--- config.mk ---
export PLATFORM = sky130hd
export DESIGN_NAME = merge_sorter_top
export DESIGN_NICKNAME = d
export VERILOG_FILES = /design/src/sort_pkg.sv /design/src/merge_link_if.sv /design/src/merge_sorter_top.sv /design/src/run_collector.sv /design/src/run_splitter.sv /design/src/merge_stage.sv /design/src/merge_ctrl.sv /design/src/sync_fifo.sv
export VERILOG_INCLUDE_DIRS = /design/src
export SDC_FILE = /design/constraint.sdc
export NUM_CORES = 2
export LEC_CHECK = 0
export BUFFER_PORTS_ARGS = -buffer_cell sky130_fd_sc_hd__buf_2
export CORE_ASPECT_RATIO = 1.75
export CORE_MARGIN = 10
export CORE_UTILIZATION = 65
export CTS_CLUSTER_SIZE = 28
export DETAILED_ROUTE_END_ITERATION = 10
export HOLD_SLACK_MARGIN = 0.05
export PLACE_DENSITY = 0.91
export SYNTH_ARGS = -nofsm -noshare
export SYNTH_HDL_FRONTEND = slang
export SYNTH_HIERARCHICAL = 1
export SYNTH_SLANG_ARGS = --single-unit
--- constraint.sdc ---
create_clock -name i_clk -period 14.6 [get_ports i_clk]
set_input_delay 1.46 -clock i_clk [delete_from_list [all_inputs] [get_ports i_clk]]
set_output_delay 1.46 -clock i_clk [all_outputs]
set_load 0.01 [all_outputs]
--- src/sort_consts.svh ---
`ifndef SORT_CONSTS_SVH
`define SORT_CONSTS_SVH

////////////////////////////////////////////////////////////////////////////
// sorter sizing
////////////////////////////////////////////////////////////////////////////

`define KEY_W       16   // key width, zero is the run terminator

`define STAGES      3    // merge levels, each doubles the run length

`define BLOCK       8    // keys per host block, 2**STAGES

// two last-stage runs of BLOCK/2 keys plus their terminators fit here
`define FIFO_DEPTH  16

`endif
--- src/sort_pkg.sv ---
`include "sort_consts.svh"

package sort_pkg;

   ////////////////////////////////////////////////////////////////////////////
   // stream types
   ////////////////////////////////////////////////////////////////////////////

   typedef logic [`KEY_W-1:0] key_t;       // unsigned key, 0 marks end of run

   typedef struct packed {
      key_t key;                           // sorted key
      logic last;                          // high on the final key of a block
   } out_word_t;

   ////////////////////////////////////////////////////////////////////////////
   // merge controller states
   ////////////////////////////////////////////////////////////////////////////

   typedef enum logic [1:0] {
      MERGE   = 2'd0,                      // compare both heads
      DRAIN_A = 2'd1,                      // b run done, copy rest of a
      DRAIN_B = 2'd2,                      // a run done, copy rest of b
      TERM    = 2'd3                       // both runs done, close output run
   } merge_state_t;

endpackage

--- src/merge_link_if.sv ---
`timescale 1ns/1ps

interface merge_link_if import sort_pkg::*; ();

   logic wr;        // write strobe, one word per cycle
   key_t data;      // key or terminator
   logic dest;      // 0 selects fifo a, 1 selects fifo b
   logic full_a;    // receiver fifo a full level
   logic full_b;    // receiver fifo b full level

   // sending side of a link
   modport src (
      output wr,
      output data,
      output dest,
      input  full_a,
      input  full_b
   );

   // receiving side of a link
   modport dst (
      input  wr,
      input  data,
      input  dest,
      output full_a,
      output full_b
   );

endinterface

--- src/merge_sorter_top.sv ---
`timescale 1ns/1ps
`include "sort_consts.svh"

module merge_sorter_top import sort_pkg::*; (
   input  logic i_clk,
   input  logic i_rst,
   input  key_t i_key,                     // nonzero key
   input  logic i_key_wr,                  // key write strobe
   output logic o_in_full,                 // input back-pressure level
   input  logic i_out_hold,                // consumer hold level
   output key_t o_key,                     // sorted key
   output logic o_key_last,                // block end marker
   output logic o_key_valid                // output strobe
);

   // link[0] feeds stage 0, link[STAGES] feeds the collector
   merge_link_if link [0:`STAGES] ();

   run_splitter splitter_i (
      .i_clk     (i_clk),
      .i_rst     (i_rst),
      .i_key     (i_key),
      .i_key_wr  (i_key_wr),
      .o_in_full (o_in_full),
      .out_link  (link[0])
   );

   ////////////////////////////////////////////////////////////////////////////
   // merge network
   ////////////////////////////////////////////////////////////////////////////

   for (genvar k = 0; k < `STAGES; k++) begin : g_stage
      merge_stage stage_i (
         .i_clk    (i_clk),
         .i_rst    (i_rst),
         .in_link  (link[k]),              // runs of 2**k keys
         .out_link (link[k+1])             // runs of 2**(k+1) keys
      );
   end

   run_collector collector_i (
      .i_clk       (i_clk),
      .i_rst       (i_rst),
      .in_link     (link[`STAGES]),
      .i_out_hold  (i_out_hold),
      .o_key       (o_key),
      .o_key_last  (o_key_last),
      .o_key_valid (o_key_valid)
   );

endmodule

--- src/run_collector.sv ---
`timescale 1ns/1ps
`include "sort_consts.svh"

module run_collector import sort_pkg::*; (
   input  logic      i_clk,
   input  logic      i_rst,
   merge_link_if.dst in_link,              // full-block runs from last stage
   input  logic      i_out_hold,           // consumer hold level
   output key_t      o_key,
   output logic      o_key_last,           // final key of a block
   output logic      o_key_valid           // output strobe
);

   key_t      held_key;                    // waits for the following word
   logic      held_vld;
   logic      in_term;                     // incoming word closes the run
   logic      push;
   logic      pop;
   logic      fifo_empty;
   logic      fifo_full;
   out_word_t push_word;
   out_word_t head_word;

   assign in_term   = (in_link.data == '0);
   assign push      = in_link.wr & held_vld;
   assign push_word = '{key: held_key, last: in_term};
   assign pop       = ~i_out_hold & ~fifo_empty;

   // one level for both destinations, runs are not split here
   assign in_link.full_a = fifo_full;
   assign in_link.full_b = fifo_full;

   sync_fifo #(.T(out_word_t), .DEPTH(`FIFO_DEPTH)) out_fifo_i (
      .i_clk   (i_clk),
      .i_rst   (i_rst),
      .i_wr    (push),
      .i_data  (push_word),
      .i_rd    (pop),
      .o_data  (head_word),
      .o_empty (fifo_empty),
      .o_full  (fifo_full)
   );

   always_ff @(posedge i_clk) begin
      if (i_rst) begin
         held_vld    <= 1'b0;
         o_key_valid <= 1'b0;
      end else begin
         if (in_link.wr)
            held_vld <= ~in_term;          // terminator empties the holder
         o_key_valid <= pop;
      end
   end

   always_ff @(posedge i_clk) begin
      if (in_link.wr && !in_term)
         held_key <= in_link.data;
      if (pop) begin
         o_key      <= head_word.key;
         o_key_last <= head_word.last;
      end
   end

endmodule

--- src/run_splitter.sv ---
`timescale 1ns/1ps

module run_splitter import sort_pkg::*; (
   input  logic      i_clk,
   input  logic      i_rst,
   input  key_t      i_key,                // host key, never zero
   input  logic      i_key_wr,             // host write strobe
   output logic      o_in_full,            // host holds off while high
   merge_link_if.src out_link              // one-key runs to stage 0
);

   key_t key_q;                            // accepted key
   logic key_vld;                          // key goes out this cycle
   logic term_pend;                        // terminator still owed
   logic dest_q;                           // fifo for the current run
   logic dest_full;
   logic accept;
   logic term_go;

   assign dest_full = dest_q ? out_link.full_b : out_link.full_a;
   assign o_in_full = term_pend | dest_full;
   assign accept    = i_key_wr & ~o_in_full;
   assign term_go   = term_pend & ~key_vld & ~dest_full;

   // key leaves the cycle after accept, its terminator once room is seen
   assign out_link.wr   = key_vld | term_go;
   assign out_link.data = key_vld ? key_q : '0;
   assign out_link.dest = dest_q;

   ////////////////////////////////////////////////////////////////////////////
   // run sequencing
   ////////////////////////////////////////////////////////////////////////////

   always_ff @(posedge i_clk) begin
      if (i_rst) begin
         key_vld   <= 1'b0;
         term_pend <= 1'b0;
         dest_q    <= 1'b0;                // start dealing to fifo a
      end else begin
         key_vld <= accept;
         if (accept)
            term_pend <= 1'b1;
         else if (term_go)
            term_pend <= 1'b0;
         if (term_go)
            dest_q <= ~dest_q;             // next run to the other fifo
      end
   end

   always_ff @(posedge i_clk) begin
      if (accept)
         key_q <= i_key;
   end

endmodule

--- src/merge_stage.sv ---
`timescale 1ns/1ps
`include "sort_consts.svh"

module merge_stage import sort_pkg::*; (
   input  logic      i_clk,
   input  logic      i_rst,
   merge_link_if.dst in_link,              // runs from the previous level
   merge_link_if.src out_link              // doubled runs to the next level
);

   key_t a_head;
   key_t b_head;
   logic a_empty;
   logic b_empty;
   logic pop_a;
   logic pop_b;
   logic select_a;
   logic emit;
   logic emit_term;
   logic dest;
   logic out_vld;                          // output register holds a word
   key_t out_data;
   logic out_dest;
   logic dest_full;                        // full level at the word's target

   sync_fifo #(.T(key_t), .DEPTH(`FIFO_DEPTH)) fifo_a_i (
      .i_clk   (i_clk),
      .i_rst   (i_rst),
      .i_wr    (in_link.wr & ~in_link.dest),
      .i_data  (in_link.data),
      .i_rd    (pop_a),
      .o_data  (a_head),
      .o_empty (a_empty),
      .o_full  (in_link.full_a)
   );

   sync_fifo #(.T(key_t), .DEPTH(`FIFO_DEPTH)) fifo_b_i (
      .i_clk   (i_clk),
      .i_rst   (i_rst),
      .i_wr    (in_link.wr & in_link.dest),
      .i_data  (in_link.data),
      .i_rd    (pop_b),
      .o_data  (b_head),
      .o_empty (b_empty),
      .o_full  (in_link.full_b)
   );

   merge_ctrl ctrl_i (
      .i_clk       (i_clk),
      .i_rst       (i_rst),
      .i_a_empty   (a_empty),
      .i_b_empty   (b_empty),
      .i_a_term    (a_head == '0),
      .i_b_term    (b_head == '0),
      .i_a_lte_b   (a_head <= b_head),
      .i_out_full  (out_vld & dest_full),  // busy only if the word cannot leave
      .o_pop_a     (pop_a),
      .o_pop_b     (pop_b),
      .o_select_a  (select_a),
      .o_emit      (emit),
      .o_emit_term (emit_term),
      .o_dest      (dest)
   );

   ////////////////////////////////////////////////////////////////////////////
   // output register
   ////////////////////////////////////////////////////////////////////////////

   assign dest_full = out_dest ? out_link.full_b : out_link.full_a;

   always_ff @(posedge i_clk) begin
      if (i_rst)
         out_vld <= 1'b0;
      else if (emit)
         out_vld <= 1'b1;                  // refilled while draining
      else if (out_link.wr)
         out_vld <= 1'b0;
   end

   always_ff @(posedge i_clk) begin
      if (emit) begin
         out_data <= emit_term ? '0 : (select_a ? a_head : b_head);
         out_dest <= dest;                 // terminator keeps its run's target
      end
   end

   assign out_link.wr   = out_vld & ~dest_full;
   assign out_link.data = out_data;
   assign out_link.dest = out_dest;

endmodule

--- src/merge_ctrl.sv ---
`timescale 1ns/1ps

module merge_ctrl import sort_pkg::*; (
   input  logic i_clk,
   input  logic i_rst,
   input  logic i_a_empty,                 // fifo a has no head
   input  logic i_b_empty,                 // fifo b has no head
   input  logic i_a_term,                  // head of a is a terminator
   input  logic i_b_term,                  // head of b is a terminator
   input  logic i_a_lte_b,                 // head a <= head b
   input  logic i_out_full,                // output register cannot take a word
   output logic o_pop_a,                   // read fifo a
   output logic o_pop_b,                   // read fifo b
   output logic o_select_a,                // output mux picks head a
   output logic o_emit,                    // load output register
   output logic o_emit_term,               // load a terminator
   output logic o_dest                     // next stage fifo for this run
);

   merge_state_t state;
   merge_state_t state_nxt;
   logic         need_a;                   // state looks at head a
   logic         need_b;                   // state looks at head b
   logic         stall;
   logic         dest_q;

   assign need_a = (state != DRAIN_B);
   assign need_b = (state != DRAIN_A);
   assign stall  = i_out_full | (need_a & i_a_empty) | (need_b & i_b_empty);
   assign o_dest = dest_q;

   ////////////////////////////////////////////////////////////////////////////
   // next state and strobes
   ////////////////////////////////////////////////////////////////////////////

   always_comb begin
      state_nxt   = state;
      o_pop_a     = 1'b0;
      o_pop_b     = 1'b0;
      o_select_a  = 1'b1;
      o_emit      = 1'b0;
      o_emit_term = 1'b0;
      if (!stall) begin
         case (state)
            MERGE: begin
               if (i_a_term && i_b_term) begin
                  state_nxt = TERM;            // two empty runs
               end else if (i_a_term) begin
                  state_nxt = DRAIN_B;         // a exhausted first
               end else if (i_b_term) begin
                  state_nxt = DRAIN_A;         // b exhausted first
               end else begin
                  o_select_a = i_a_lte_b;      // ties go to a
                  o_pop_a    = i_a_lte_b;
                  o_pop_b    = ~i_a_lte_b;
                  o_emit     = 1'b1;
               end
            end
            DRAIN_A: begin
               if (i_a_term) begin
                  state_nxt = TERM;
               end else begin
                  o_pop_a = 1'b1;              // copy a through
                  o_emit  = 1'b1;
               end
            end
            DRAIN_B: begin
               if (i_b_term) begin
                  state_nxt = TERM;
               end else begin
                  o_select_a = 1'b0;
                  o_pop_b    = 1'b1;           // copy b through
                  o_emit     = 1'b1;
               end
            end
            TERM: begin
               // drop both input terminators and close the merged run
               o_pop_a     = 1'b1;
               o_pop_b     = 1'b1;
               o_emit      = 1'b1;
               o_emit_term = 1'b1;
               state_nxt   = MERGE;
            end
            default: state_nxt = MERGE;
         endcase
      end
   end

   ////////////////////////////////////////////////////////////////////////////
   // state and destination registers
   ////////////////////////////////////////////////////////////////////////////

   always_ff @(posedge i_clk) begin
      if (i_rst) begin
         state  <= MERGE;
         dest_q <= 1'b0;                   // first run goes to fifo a
      end else begin
         state <= state_nxt;
         if (o_emit_term)
            dest_q <= ~dest_q;             // alternate runs after each close
      end
   end

endmodule

--- src/sync_fifo.sv ---
`timescale 1ns/1ps
`include "sort_consts.svh"

module sync_fifo import sort_pkg::*; #(
   parameter type T     = key_t,           // payload type
   parameter int  DEPTH = `FIFO_DEPTH      // number of entries
) (
   input  logic i_clk,
   input  logic i_rst,
   input  logic i_wr,                      // push strobe, dropped when full
   input  T     i_data,
   input  logic i_rd,                      // pop strobe, dropped when empty
   output T     o_data,                    // head word, valid while not empty
   output logic o_empty,
   output logic o_full
);

   localparam int PTR_W = (DEPTH > 1) ? $clog2(DEPTH) : 1;
   localparam int CNT_W = $clog2(DEPTH + 1);

   T                 mem [DEPTH];          // circular storage
   logic [PTR_W-1:0] wr_ptr;
   logic [PTR_W-1:0] rd_ptr;
   logic [CNT_W-1:0] count;                // words held
   logic             do_wr;
   logic             do_rd;

   assign do_wr   = i_wr & ~o_full;
   assign do_rd   = i_rd & ~o_empty;
   assign o_empty = (count == '0);
   assign o_full  = (count == CNT_W'(DEPTH));
   assign o_data  = mem[rd_ptr];           // head shown without a read

   ////////////////////////////////////////////////////////////////////////////
   // pointers and level
   ////////////////////////////////////////////////////////////////////////////

   always_ff @(posedge i_clk) begin
      if (i_rst) begin
         wr_ptr <= '0;
         rd_ptr <= '0;
         count  <= '0;
      end else begin
         if (do_wr)
            wr_ptr <= (wr_ptr == PTR_W'(DEPTH - 1)) ? '0 : wr_ptr + 1'b1;
         if (do_rd)
            rd_ptr <= (rd_ptr == PTR_W'(DEPTH - 1)) ? '0 : rd_ptr + 1'b1;
         case ({do_wr, do_rd})
            2'b10:   count <= count + 1'b1;    // push only
            2'b01:   count <= count - 1'b1;    // pop only
            default: count <= count;           // both or neither
         endcase
      end
   end

   // storage array
   always_ff @(posedge i_clk) begin
      if (do_wr)
         mem[wr_ptr] <= i_data;
   end

endmodule

# Yosys cells after proc, flatten, opt, wreduce, memory -nomap -nowiden
# Memory sizes are Yosys's and may differ from the RTL's. A register that Yosys moved wholly into a read port is not among the register bits.
# Cells that the tools add are included.
[op_classes]
add_sub_neg = 28
n_mul = 0
div = 0
n_lt_le_gt_ge = 3
n_eq_ne = 59
shifts = 0
mux = 152
bitwise = 77
n_reduce_logical = 36
[ops]
columns = ["operator", "n"]
rows = [
  ["$logic_not 16->1", 7],
  ["$mux 4", 26],
  ["$mux 1", 85],
  ["$pmux 5 s2", 7],
  ["$mux 16", 4],
  ["$add 4x1->4 const B", 14],
  ["$eq 4x4->1 const B", 14],
  ["$le 16x16->1", 3],
  ["$and 1x1->1", 37],
  ["$add 5x1->5 const B", 7],
  ["$eq 5x5->1 const B", 7],
  ["$logic_not 5->1", 7],
  ["$sub 5x1->5 const B", 7],
  ["$not 1->1", 32],
  ["$mux 2", 15],
  ["$eq 2x2->1 const B", 13],
  ["$pmux 2 s4", 3],
  ["$reduce_bool 2->1", 11],
  ["$eq 2x1->1 const B", 10],
  ["$ne 2x2->1 const B", 9],
  ["$pmux 1 s3", 6],
  ["$ne 4x4->1 const B", 3],
  ["$pmux 1 s4", 3],
  ["$reduce_and 4->1", 3],
  ["6 further kinds", 22],
]
[totals]
register_bits = 189
latchBits = 0
ramBits = 1808
rom_bits = 0
in_bits = 20
output_inout_bits = 19
mem_count = 7
[mem_list]
columns = ["memory", "words", "word_bits", "read_ports", "rd_ports_with_merged_regs", "wr", "line_no", "source"]
rows = [
  ["collector_i.out_fifo_i.mem", 16, 17, 1, 1, 1, "sync_fifo.sv:21", "T mem [DEPTH];"],
  ["g_stage[0].stage_i.fifo_a_i.mem", 16, 16, 1, 1, 1, "sync_fifo.sv:21", ""],
  ["g_stage[0].stage_i.fifo_b_i.mem", 16, 16, 1, 1, 1, "sync_fifo.sv:21", ""],
  ["g_stage[1].stage_i.fifo_a_i.mem", 16, 16, 1, 1, 1, "sync_fifo.sv:21", ""],
  ["g_stage[1].stage_i.fifo_b_i.mem", 16, 16, 1, 1, 1, "sync_fifo.sv:21", ""],
  ["g_stage[2].stage_i.fifo_a_i.mem", 16, 16, 1, 1, 1, "sync_fifo.sv:21", ""],
  ["1 more memories", "-", "-", "-", "-", "-", "-", ""],
]

# Longest topological paths before layout
[depth]
depth_word = 10
ltp_mapped = 24
ltp_nobuf = 21

# By module
# The synthesis kept the hierarchy.
[modules_own_cells]
columns = ["module", "n_inst", "cells_each", "area_per_inst_um2", "seq_area_each_um2"]
rows = [
  ["sync_fifo (g_stage[0].stage_i.fifo_a_i ...)", 5, 474, 10849.2, 8027.7],
  ["sync_fifo (collector_i.out_fifo_i)", 1, 497, 11189.5, 8508.2],
  ["sync_fifo (g_stage[2].stage_i.fifo_b_i)", 1, 473, 10845.4, 8027.7],
  ["merge_stage", 3, 127, 1291.2, 530.5],
  ["run_collector", 1, 47, 1104.8, 1031.0],
  ["merge_ctrl", 3, 44, 346.6, 60.1],
  ["run_splitter", 1, 50, 725.7, 540.5],
]

# Worst setup path before layout
# No wires, ideal clock.
[synth_path]
path_kind = "register -> register"
from = "reg (tool-made name)"
to = "reg g_stage[0].stage_i.fifo_a_i.count[4]"
setup_ns = 0.121
arrival_ns = 5.011
path_slack_ns = 9.468
path_stages_with_launch = 23
path_buffers = 3
period_less_slack_ns = 5.132
cell_sequence = "dfxtp_1 -> clkbuf_1 -> buf_1 -> mux4_1 -> mux4_2 -> ha_1 -> a21oi_1 -> nand2_1 -> a221o_1 -> o31ai_2 -> a31oi_1 -> o21ai_0 -> nor3b_1 -> o21ai_4 -> inv_1 -> ha_1 -> clkbuf_1 -> xor2_1 -> ha_1 -> and3b_1 -> o21ai_0 -> a31oi_1 -> mux2_2"
[synth_rtl]
columns = ["item", "line_no", "source"]
rows = [
  ["end signal: assignment", "sync_fifo.sv:49", "2'b10: count <= count + 1'b1;"],
  ["end signal: assignment", "sync_fifo.sv:50", "2'b01: count <= count - 1'b1;"],
  ["end signal: assignment", "sync_fifo.sv:51", "default: count <= count;"],
  ["end: declaration", "sync_fifo.sv:24", "logic [CNT_W-1:0] count;"],
]

==> results.yml <==
status:
  status: "complete, no violations"
power:
  switching_share_pct: 20.1
  p_seq_share_pct: 57.4
  clockPowerShare_pct: 41.3
  cellPowerDensity_mw_per_mm2: 122
  switchingPower_w: 0.00224
  max-vdd-ir-drop_uv: 164
  combPwrFrac_pct: 1.4
  p_int_w: 0.00887
  p_leak_nw: 29.4
floorplanning:
  start_util_pct: 65.3
  die-area_sq_mm: 0.143
  io_pins: 39
  die_h_microns: 493
  core_region_area_sq_mm: 0.127
  std_cell_rows: 173
  fp.dieW_microns: 290
route:
  ant_nets: 0
  firstDrtPassIters: 9
  wirelength_mm: 226
  vias: 44100
  drt_iter0_markers: 6486
  drc: 0
  wl_per_cell_microns: 38.3
  viasPerCell: 7.49
clocking:
  cts_buffers: 163
  h-tree-depth: 4
  cts_resized: 0
  insertion_delay_ns: 0.83
  cts_tree: "yes"
  clkTransAtPathRegs_ns: 0.08
  clockBufferDepth: 3
  cts_hold_buf: 0
  root_buffer: "clkbuf_16"
  clock_sinks: 2044
  cts_setup_buffers: 0
cells_and_area:
  fill_cells: 6350
  drive_above_1_share_pct: 18.6
  finalNetCount: 4219
  multi_input_area_sq_mm: 0.0216
  fin_util_pct: 71.4
  seqCellArea_sq_mm: 0.0601
  syn_to_final_growth_pct: 9.29
synthesis:
  synth_seq_cells: 2044
  synth_fa_ha_area_share_pct: 1.75
  syn_area_sq_mm: 0.0830
  synth_top_flop_cell: "edfxtp_1"
  synth_edf_count: 1908
  muxShareOfSynthArea_pct: 18.0
  yosys.cell_types.count: 67
  netlist_instances: 3950
  syn_nets: 4086
  yosysSeqAreaShare_pct: 72.3
  yosys_warnings: 6
  yosys.area_share.simple_pct: 3.31
  async_reset_ff_share_pct: 0
  synthXorXnorAreaFrac_pct: 0.401
  synth_top_family_by_area: "multiplexers"
  syn_area_per_cell_sq_um: 21.0
  synth_compound_area_share_pct: 2.19
timing:
  hold_violations: 0
  fin_ws_ns: 7.24
  skew_ns: 0.0469
  tns_ns: 0
  rsz0062_at_grt: "false"
  finalSetupViolations: 0
  max_slew_margin_pct: 1.12
  fmax_mhz: 136
  finalCriticalPeriod_ns: 7.36
  finalMaxSlewViolations: 0
  fin_crit_sh_pct: 50.4
  worstMarginPinSlew_ns: 1.48
worst_setup_path:
  crit_top_cell: "ha_1"
  critPathCaptureType: "flop"
  path_buf_inv: 1
  critical_path_class: "reg -> reg"
  crit_slowest_cell: "dfxtp_4"
  crit_arrival_ns: 8.07
  setup.worst_path.start_class: "flop"
  critPathMaxFanout: 64
  path_depth: 19
  rr_worst_depth: 19
  crit_required_ns: 15.31
  crit_path_cell_trace: "mux4_1 -> mux4_2 -> ha_1 -> a21oi_1 -> nand2_1 -> a221o_1 -> o31ai_2 -> a31oi_1 -> o21ai_0 -> nor3b_1 -> o21ai_4 -> inv_1 -> ha_1 -> xor2_1 -> ha_1 -> and3b_1 -> o21ai_0 -> a31oi_1 -> mux2_2"
  slowest_delay_ns: 1.08
  crit_family: "compound AO/OA/AOI/OAI gates"
run:
  max_cap_viol_count: 0
placement:
  hpwl_mm: 123
  gp_congestion: 0.836
  port_buffers: 38
  post-place-ws_ns: 8.01
grt:
  grt-ovfl-total: 0
  grtUsageTotal_pct: 31.5
  grt_pass1_vias: 45500
  grt_pass1_wl_mm: 324
  antenna_found_initial: 5
  grt_start_max_net_pins: 65
hold_path:
  hold_depth: 0
  min_path_type: "reg -> reg"
[state kept, by name (all words and copies together), names as in the netlist, 6 cells and up, named ones only]
name and flops:
g_stage.stage_i/fifo_a_i/count 15, collector_i/held_key 16, g_stage.stage_i/fifo_b_i/mem 768, g_stage.stage_i/fifo_b_i/wr_ptr 12, g_stage.stage_i/ctrl_i/state 6, g_stage.stage_i/out_link.data 48
splitter_i/key_q 16, g_stage.stage_i/fifo_a_i/rd_ptr 12, collector_i/out_fifo_i/mem 272, g_stage.stage_i/fifo_a_i/mem 768, g_stage.stage_i/fifo_b_i/rd_ptr 12, collector_i/o_key 16
g_stage.stage_i/fifo_a_i/wr_ptr 12, g_stage.stage_i/fifo_b_i/count 15
[worst paths after layout]
check / from / end / slack [ns]
min reg2reg: g_stage[2].stage_i/ctrl_i/o_dest$_SDFFE_PP0P_ / g_stage[2].stage_i/out_link.dest$_DFFE_PP_ / 0.47
min: g_stage[2].stage_i/ctrl_i/o_dest$_SDFFE_PP0P_ / g_stage[2].stage_i/out_link.dest$_DFFE_PP_ / 0.47
max reg2reg: flop / g_stage[2].stage_i/fifo_a_i/count[4]$_SDFFE_PP0P_ / 7.24
max: flop / g_stage[2].stage_i/fifo_a_i/count[4]$_SDFFE_PP0P_ / 7.24
[layer usage]
metal	track usage (%)	vias up	wire length, microns
met4	26.4	4	23500
met1	32.2	22100	64600
met2	54.7	3983	117000
met3	6.95	1299	21100
met5	0.0668	-	27
li1	-	16800	-
[Yosys cell counts, drive strengths merged, types with 9 or more instances]
cell type	count	area share (%)
and2	39	0.29
mux2i	85	1.0
mux2	14	0.19
xor2	35	0.37
nand2	52	0.24
dfxtp	136	3.3
a31oi	16	0.12
o31ai	16	0.16
nand2b	13	0.098
ha	116	1.7
a21oi	86	0.54
edfxtp	1908	69
or3	11	0.083
nand3	13	0.078
buf	144	1.4
a21o	19	0.18
nor3	33	0.20
nor2	231	1.0
o21ai	64	0.49
nor4b	11	0.12
mux4	565	17
nor2b	34	0.26
or4	16	0.15
inv	97	0.44
clkbuf	51	0.23
nor4	31	0.26
nand4	9	0.068
a311o	11	0.13
o211ai	17	0.24
[layout by cell type, fill, tap and decap left out, types with 11 or more instances in the layout]
cell	count
nor3_4	13
xor2_1	35
nor2_1	218
nor2_2	13
or3_1	11
o31ai_1	13
clkinv_1	32
nor2b_1	34
o21ai_0	49
bufinv_16	15
nor4_1	28
nor3_2	11
mux2i_1	84
nand2_1	52
a311o_1	11
o211ai_1	11
mux4_2	245
nand2b_1	13
ha_1	116
buf_2	37
nand3_1	13
a21o_1	16
clkinv_2	27
mux4_1	320
buf_4	124
a21oi_1	81
clkbuf_8	11
a31oi_1	16
edfxtp_1	1908
mux2_2	14
or4_1	15
clkbuf_1	31
clkbuf_16	170
inv_1	90
dfxtp_1	122
and2_1	38
[power by group through the flow]
| stage | Combinational, W | Clock [W] | Sequential, W |
|---|---|---|---|
| floorplan | 0.0000802 | 0 | 0.00649 |
| global placement | 0.000122 | 0 | 0.00649 |
| detailed placement | 0.000131 | 0 | 0.00650 |
| CTS | 0.000142 | 0.00461 | 0.00637 |
| global route | 0.000154 | 0.00480 | 0.00637 |
| finish | 0.000153 | 0.00458 | 0.00637 |
[cell type report]
cell class              instances  share of cell area [%]
multi-input cells            1609                    23.8
flip-flops and latches       2044                    66.2
clock buffers                 212                    4.98
inverters                     102                   0.429
repair buffers                163                    1.28
diodes                          6                  0.0165
well taps                    1662                    2.29
clock inverters                93                    1.04
[through the flow]
stage / area (sq um) / hold WS [ns] / power (W) / instances
finish: 90700 / 0.469 / 0.0111 / 5891
global route: 90700 / 0.485 / 0.0113 / 5886
CTS: 90700 / 0.465 / 0.0111 / 5883
detailed placement: 85200 / 0.444 / 0.00663 / 5578
global placement: 85200 / 0.438 / 0.00662 / 5578
floorplan: 83000 / 0.427 / 0.00657 / 3950
[cell families (layout without fill, tap and decap cells)]
logic type	Yosys count	count (layout)
and+or+nand+nor	538	538
other	0	6
muxes	664	664
AOI/OAI and AO/OA	253	253
xor gates and xnor gates	38	38
buffers and inverters	297	570
adders and majority gates	116	116
DFF	2044	2044
(Power assumes the default switching activity.)
